File: src/cpu_pkg.sv
// CPU handler shared definitions
package cpu_pkg;

  // Pin frame constants
  localparam logic [7:0] FRAME_START = 8'h5A;
  localparam logic [7:0] IDLE_RUN = 8'h00;  // Idle byte while running
  localparam logic [7:0] IDLE_HALT = 8'hA5;  // Idle byte once halted
  localparam int CMD_WRITE_BIT = 0;  // Write flag position in command byte
  localparam logic [1:0] BEAT_LAST = 2'd3;  // Last of four byte beats

  // Core constants
  localparam logic [31:0] RESET_PC = 32'h0000_0000;
  localparam logic [31:0] PC_STEP = 32'd4;  // Word-sized instructions

  // Instruction word layout: [31:28] opcode, [27:24] spare, [23:0] imm or address
  typedef enum logic [3:0] {
    OP_HALT = 4'h0,  // Zero word stops the core
    OP_LDI = 4'h1,
    OP_LOAD = 4'h2,
    OP_STORE = 4'h3,
    OP_ADD = 4'h4,
    OP_SUB = 4'h5,
    OP_AND = 4'h6,
    OP_XOR = 4'h7,
    OP_JNZ = 4'h8
  } opcode_e;

  // Word request from core to bridge
  typedef struct packed {
    logic [31:0] addr;
    logic write;
    logic [31:0] wdata;
  } bus_req_t;

  // Response from bridge to core
  typedef struct packed {
    logic [31:0] rdata;
  } bus_rsp_t;

  // Bridge frame phases
  typedef enum logic [2:0] {
    PH_IDLE,
    PH_START,
    PH_ADDR,  // Four address and write-data beats
    PH_CMD,
    PH_READ,  // Four read-data beats
    PH_ACK
  } frame_phase_e;

endpackage

File: src/bus_bridge.sv
// Byte-serial bus bridge
`timescale 1ns/100ps

module bus_bridge (
  input  logic              clk,
  input  logic              rst_n,
  input  logic              req,
  output logic              ack,
  input  cpu_pkg::bus_req_t bus_req,
  output cpu_pkg::bus_rsp_t bus_rsp,
  input  logic              halted,
  output logic [7:0]        uo_out,
  output logic [7:0]        uio_out,
  output logic [7:0]        uio_oe,
  input  logic [7:0]        uio_in
);
  import cpu_pkg::*;

  frame_phase_e phase;
  logic [1:0] beat;  // Beat within address or read phase
  logic [31:0] addr_sr;  // Address bytes, low byte first
  logic [31:0] wdata_sr;
  logic write_q;
  logic [31:0] rdata_q;
  logic [7:0] idle_byte;

  always_ff @(posedge clk or negedge rst_n) begin
    if (!rst_n) begin
      phase <= PH_IDLE;
      beat <= '0;
    end else begin
      case (phase)
        PH_IDLE: begin
          if (req) begin
            phase <= PH_START;
          end
        end
        PH_START: begin
          phase <= PH_ADDR;
          beat <= '0;
        end
        PH_ADDR: begin
          beat <= beat + 2'd1;
          if (beat == BEAT_LAST) begin
            phase <= PH_CMD;
          end
        end
        PH_CMD: begin
          phase <= PH_READ;
        end
        PH_READ: begin
          beat <= beat + 2'd1;
          if (beat == BEAT_LAST) begin
            phase <= PH_ACK;  // Ack follows last read beat
          end
        end
        PH_ACK: begin
          if (!req) begin
            phase <= PH_IDLE;
          end
        end
        default: begin
          phase <= PH_IDLE;
        end
      endcase
    end
  end

  always_ff @(posedge clk) begin
    if (phase == PH_IDLE && req) begin
      addr_sr <= bus_req.addr;  // Latch whole request at frame start
      wdata_sr <= bus_req.wdata;
      write_q <= bus_req.write;
      rdata_q <= '0;
    end
    if (phase == PH_ADDR) begin
      addr_sr <= {8'h00, addr_sr[31:8]};
      wdata_sr <= {8'h00, wdata_sr[31:8]};
    end
    // Byte 0 arrives first and ends up at the bottom
    if (phase == PH_READ && !write_q) begin
      rdata_q <= {uio_in, rdata_q[31:8]};
    end
  end

  assign idle_byte = halted ? IDLE_HALT : IDLE_RUN;

  always_comb begin
    uo_out = idle_byte;
    uio_out = 8'h00;
    uio_oe = 8'h00;
    case (phase)
      PH_START: begin
        uo_out = FRAME_START;
      end
      PH_ADDR: begin
        uo_out = addr_sr[7:0];
        uio_out = wdata_sr[7:0];
        uio_oe = {8{write_q}};  // Drive uio only for writes
      end
      PH_CMD: begin
        uo_out = 8'h00;
        uo_out[CMD_WRITE_BIT] = write_q;
      end
      default: begin
        uo_out = idle_byte;
      end
    endcase
  end

  assign ack = (phase == PH_ACK);
  assign bus_rsp.rdata = rdata_q;

endmodule

File: src/cpu_alu.sv
// Accumulator ALU
`timescale 1ns/100ps

module cpu_alu (
  input  cpu_pkg::opcode_e op,
  input  logic [31:0]      acc,
  input  logic [31:0]      operand,
  output logic [31:0]      result
);
  import cpu_pkg::*;

  always_comb begin
    case (op)
      OP_LOAD: begin
        result = operand;  // Plain load replaces accumulator
      end
      OP_ADD: begin
        result = acc + operand;
      end
      OP_SUB: begin
        result = acc - operand;
      end
      OP_AND: begin
        result = acc & operand;
      end
      OP_XOR: begin
        result = acc ^ operand;
      end
      default: begin
        result = acc;  // Store and others keep accumulator
      end
    endcase
  end

endmodule

File: src/cpu_core.sv
// Accumulator CPU core
`timescale 1ns/100ps

module cpu_core (
  input  logic              clk,
  input  logic              rst_n,
  output logic              req,
  input  logic              ack,
  output cpu_pkg::bus_req_t bus_req,
  input  cpu_pkg::bus_rsp_t bus_rsp,
  output logic              halted
);
  import cpu_pkg::*;

  typedef enum logic [2:0] {
    ST_FETCH,  // Instruction request outstanding
    ST_FETCH_REL,  // Wait for ack to drop
    ST_DECODE,
    ST_OPER,  // Operand request outstanding
    ST_OPER_REL,
    ST_EXEC,
    ST_HALT
  } core_state_e;

  core_state_e state;
  logic [31:0] pc;
  logic [31:0] acc;
  logic [31:0] ir;  // Instruction register
  logic [31:0] operand_q;  // Memory operand or store echo
  logic [31:0] alu_result;
  logic [31:0] field_addr;
  logic [31:0] imm_sext;
  opcode_e op;

  assign op = opcode_e'(ir[31:28]);
  assign field_addr = {8'h00, ir[23:0]};
  assign imm_sext = {{8{ir[23]}}, ir[23:0]};

  cpu_alu u_alu (
    .op(op),
    .acc(acc),
    .operand(operand_q),
    .result(alu_result)
  );

  always_ff @(posedge clk or negedge rst_n) begin
    if (!rst_n) begin
      state <= ST_FETCH;
      pc <= RESET_PC;
      acc <= '0;
    end else begin
      case (state)
        ST_FETCH: begin
          if (ack) begin
            state <= ST_FETCH_REL;  // Drops req next cycle
          end
        end
        ST_FETCH_REL: begin
          if (!ack) begin
            state <= ST_DECODE;
          end
        end
        ST_DECODE: begin
          case (op)
            OP_LDI: begin
              acc <= imm_sext;
              pc <= pc + PC_STEP;
              state <= ST_FETCH;
            end
            OP_JNZ: begin
              pc <= (acc != '0) ? field_addr : pc + PC_STEP;
              state <= ST_FETCH;
            end
            OP_HALT: begin
              state <= ST_HALT;
            end
            OP_LOAD, OP_STORE, OP_ADD, OP_SUB, OP_AND, OP_XOR: begin
              state <= ST_OPER;  // Needs a second transaction
            end
            default: begin
              pc <= pc + PC_STEP;  // Unused opcodes act as no-ops
              state <= ST_FETCH;
            end
          endcase
        end
        ST_OPER: begin
          if (ack) begin
            state <= ST_OPER_REL;
          end
        end
        ST_OPER_REL: begin
          if (!ack) begin
            state <= ST_EXEC;
          end
        end
        ST_EXEC: begin
          acc <= alu_result;
          pc <= pc + PC_STEP;
          state <= ST_FETCH;
        end
        ST_HALT: begin
          state <= ST_HALT;  // Only reset leaves here
        end
        default: begin
          state <= ST_FETCH;
        end
      endcase
    end
  end

  // Capture response data while ack is high
  always_ff @(posedge clk) begin
    if (state == ST_FETCH && ack) begin
      ir <= bus_rsp.rdata;
    end
    if (state == ST_OPER && ack) begin
      operand_q <= bus_rsp.rdata;
    end
  end

  assign req = (state == ST_FETCH) || (state == ST_OPER);
  assign halted = (state == ST_HALT);

  // Request fields stay stable for the whole req phase
  always_comb begin
    bus_req.addr = pc;
    bus_req.write = 1'b0;
    bus_req.wdata = '0;
    if (state == ST_OPER) begin
      bus_req.addr = field_addr;
      bus_req.write = (op == OP_STORE);
      bus_req.wdata = (op == OP_STORE) ? acc : '0;
    end
  end

endmodule

File: src/cpu_handler_top.sv
// CPU handler pin-level top
`timescale 1ns/100ps

module cpu_handler_top (
  input  logic       clk,
  input  logic       rst_n,
  input  logic [7:0] ui_in,
  input  logic [7:0] uio_in,
  output logic [7:0] uo_out,
  output logic [7:0] uio_out,
  output logic [7:0] uio_oe,
  input  logic       ena
);
  import cpu_pkg::*;

  logic req;
  logic ack;
  logic halted;
  bus_req_t bus_req;
  bus_rsp_t bus_rsp;
  logic unused_pins;

  cpu_core u_core (
    .clk(clk),
    .rst_n(rst_n),
    .req(req),
    .ack(ack),
    .bus_req(bus_req),
    .bus_rsp(bus_rsp),
    .halted(halted)
  );

  bus_bridge u_bridge (
    .clk(clk),
    .rst_n(rst_n),
    .req(req),
    .ack(ack),
    .bus_req(bus_req),
    .bus_rsp(bus_rsp),
    .halted(halted),
    .uo_out(uo_out),
    .uio_out(uio_out),
    .uio_oe(uio_oe),
    .uio_in(uio_in)
  );

  assign unused_pins = &{ui_in, ena, 1'b0};  // Dedicated inputs not used

endmodule

File: config.mk
export PLATFORM = sky130hd
export DESIGN_NAME = cpu_handler_top
export DESIGN_NICKNAME = d
export VERILOG_FILES = /design/src/cpu_pkg.sv /design/src/bus_bridge.sv /design/src/cpu_alu.sv /design/src/cpu_core.sv /design/src/cpu_handler_top.sv
export SDC_FILE = /design/constraint.sdc
export NUM_CORES = 1
export LEC_CHECK = 0
export ABC_AREA = 1
export BUFFER_PORTS_ARGS = -buffer_cell sky130_fd_sc_hd__buf_4
export CORE_MARGIN = 2
export CORE_UTILIZATION = 25
export CTS_BUF_LIST = sky130_fd_sc_hd__clkbuf_4
export DETAILED_ROUTE_END_ITERATION = 6
export GPL_ROUTABILITY_DRIVEN = 0
export RECOVER_POWER = 100
export SYNTH_ARGS = -nofsm -noshare
export SYNTH_HDL_FRONTEND = slang
export SYNTH_SLANG_ARGS = --single-unit
export TNS_END_PERCENT = 30
File: constraint.sdc
create_clock -name clk -period 8.75 [get_ports clk]
set_input_delay 1.3125 -clock clk [delete_from_list [all_inputs] [get_ports clk]]
set_output_delay 1.3125 -clock clk [all_outputs]
set_load 0.01 [all_outputs]
==> results.md <==
- CTS Buffer Depth: 3
- H-tree depth: 2
- Power Density: 127.0 nW/um2
- Capture point of the worst reg-to-reg path: u_core.pc[1]
- Setup TNS: 0 ps
- Syn Std Cell Area: 14540 um2
- Vias after detailed routing: 13010
- GRT Overall Usage: 14.80%
- # hold bufs at CTS: 0
- Clock Latency Late Sink: 740 ps
- Initial drt markers: 1256
- First-pass GRT wire length: 70210 um
- Fin. Hold Viols: 0
- Commonest non-fill, non-tap cell in the layout: nand2_1
- Main flop type after synthesis: edfxtp_1
- R2R Setup Slk: 2100 ps
- Worst Min Path Start: u_bridge.bus_rsp[1]
- I/O Pins: 43
- Critical Path RT: 9340 ps
- R2R depth: 10
- Depth of the worst hold-timing path: 0
- Maximum vdd ir drop: 0.00007948 V
- Reg clk slew, reported paths: 70 ps
- Worst Path Max Fanout: 42
- Hold WC Path Type: reg2reg
- Dpl ws: 3979 ps
- Worst Setup End Kind: flip-flop
- Die Y: 245.2 um
- Vias in the first global route: 12530
- Fin crit share: 75.98%
- Cell Rows: 88
- Synth area leaders: edfxtp_1 (29%), dfrtp_1 (12%), nand2_1 (12%)
- Pre-antenna DRT Iters: 7
- CORE AREA: 57590 um2
- Initial core utilization: 25.25%
- Crit path time final: 6648 ps
- Die area: 60120 um2
- Syn Inst Count: 1868
- Crit Path Class: reg2reg
- Max Slew Vio Count: 363
- CTS resizes: 0
- Area of the multi-input gates: 6804 um2
- Clk_skew: 54.95 ps
- Final ANT Viol Nets: 0
- WHS: 397.7 ps
- Launching point of the worst reg2reg path: u_core.state[2]
- Final Setup Violations: 0
- RSZ-0062 raised after global routing: false
- Root Driver: clkbuf_4
- Register bit total from synthesis: 229
- Asr flop ratio synth: 31.44%
- Max-cap violations: 9
- Non-Filler Instances: 2714
- Syn_nets: 1954
- Failing checks: capacitance limit, slew limit
- Postcts setup bufs: 0
- Fraction of layout cells with a size suffix above 1: 6.978%
- Syn_area_per_cell: 7.785 um2
- Area grow syn2layout: 10.82%
- Sequential share of the synthesized area: 43.71%
- Worst slew pin tran: 3310 ps
- Post-synth top area share: 29.11%
- Leakage: 0.007148 uW
- Peak Freq: 150.4 MHz
- Drc violations: 0
- WP data arrival: 7240 ps
- Vias/cell: 4.794
- CTS tree: yes
- Initial antenna violation count: 0
- Unique masters post-synth: 49
- Horiz. Die Dim: 245.2 um
- Final worst slack: 2102 ps
- Most frequent cells in the layout: nand2_1 (460), inv_1 (279), nor2_1 (209)
- Port buffer count: 33
- Max-slew headroom: -120.7%
- Critical Path Source Type: flip-flop
- Clk sink count: 229
- Layout Nets: 1990
- Hold worst-path end: u_core.ir[1]
- Pin count of the biggest net entering global routing: 78
- Cell count after placement: 2613
- Status: finished, violations left
- Synth warn: 0
- Post-synth EDFFs: 141
- Post-DP HPWL: 32340 um
- Filler cells: 6241
- Antenna diode count: 0
- Synth area leader: edfxtp_1
- Drt wl/cell: 16.55 um
- Reg area: 6356 um2
- WL final: 44920 um
- Overflow after GRT: 0
- CTS buffer count: 54
==> metrics by stage <==
step           utilization, %  cell area [um2]  power (uW)
2_1_floorplan               -            14540        1160
3_3_place_gp            27.03            15570        1172
3_5_place_dp            27.03            15570        1172
4_1_cts                 28.25            16270        2063
5_1_grt                 27.99            16120        2122
6_report                27.99            16120        2047
==> layer usage <==
metal	global-route usage, %	vias up	share of wire (%)
li1	-	6285	-
met1	19.65	6132	43
met2	23.54	509	46
met3	2.876	86	7.2
met4	5.990	0	3.5
met5	0	-	0
==> critical path: stages, from the launching register on <==
cell      delay (ps)
dfrtp_1          480
nand2_1          150
nor2_4            90
clkbuf_1        1720
inv_1           1230
nand2_1         1330
inv_1            740
nor2_4           420
inv_1            160
nand2_1           80
o21ai_0           80
==> synth_stat cells, types with 7 or more instances <==
master and instances:
a21oi_1 97, a221oi_1 21, a31oi_1 17, buf_2 21, buf_4 9, clkbuf_1 36, dfrtp_1 72, dfxtp_1 16
edfxtp_1 141, ha_1 66, inv_1 276, nand2_1 457, nand2_2 8, nand3_1 89, nand3b_1 7, nand4_1 16
nor2_1 213, nor2_4 7, nor3_1 21, nor4_1 19, o211ai_1 15, o21ai_0 100, o22ai_1 14, o31ai_1 14
xnor2_1 8, xor2_1 46
==> power breakdown <==
group | switching (uW) | total, uW | internal (uW)
registers | 0 | 1140 | 1140
logic | 8.70 | 11.3 | 2.65
clock network | 454 | 899 | 445
total | 463 | 2050 | 1580
==> final cells by class <==
type,instances,share of cell area (%)
clock buffer,86,4.006
clock inverter,15,0.3571
timing repair buffer,48,1.467
tap,765,5.939
inverter,282,6.568
multi-input combinational,1289,42.22
sequential,229,39.44
==> worst max path at each step <==
stage	end	slack, ps	depth (start not counted)	start
floorplan	uio_oe[1]	5590	6	u_bridge.phase[0]
global placement	u_core.acc[23]	4090	24	u_core.ir[31]
detailed placement	u_core.acc[23]	3980	24	u_core.ir[31]
CTS	u_core.acc[23]	3970	24	u_core.ir[31]
global route	u_core.acc[27]	1770	24	u_core.ir[31]
finish	u_core.pc[1]	2100	10	u_core.state[2]
==> sequential cells by signal, indices dropped and copies added (netlist names) <==
signal and count:
u_core.acc 32, u_bridge.phase 3, u_bridge.wdata_sr 32, u_core.pc 32, u_bridge.addr_sr 32, u_bridge.beat 2
u_core.ir 28, u_core.operand_q 32, u_bridge.bus_rsp 32, u_core.state 3, u_bridge.write_q 1
==> kinds of logic after synthesis <==
family / share of synthesized area (%)
buf+inv: 9.447
xor+xnor: 3.252
simple gates: 24.79
compound gates: 12.99
fa+ha+maj: 5.816
flops: 43.71
Power figures use the tool's default switching activity.
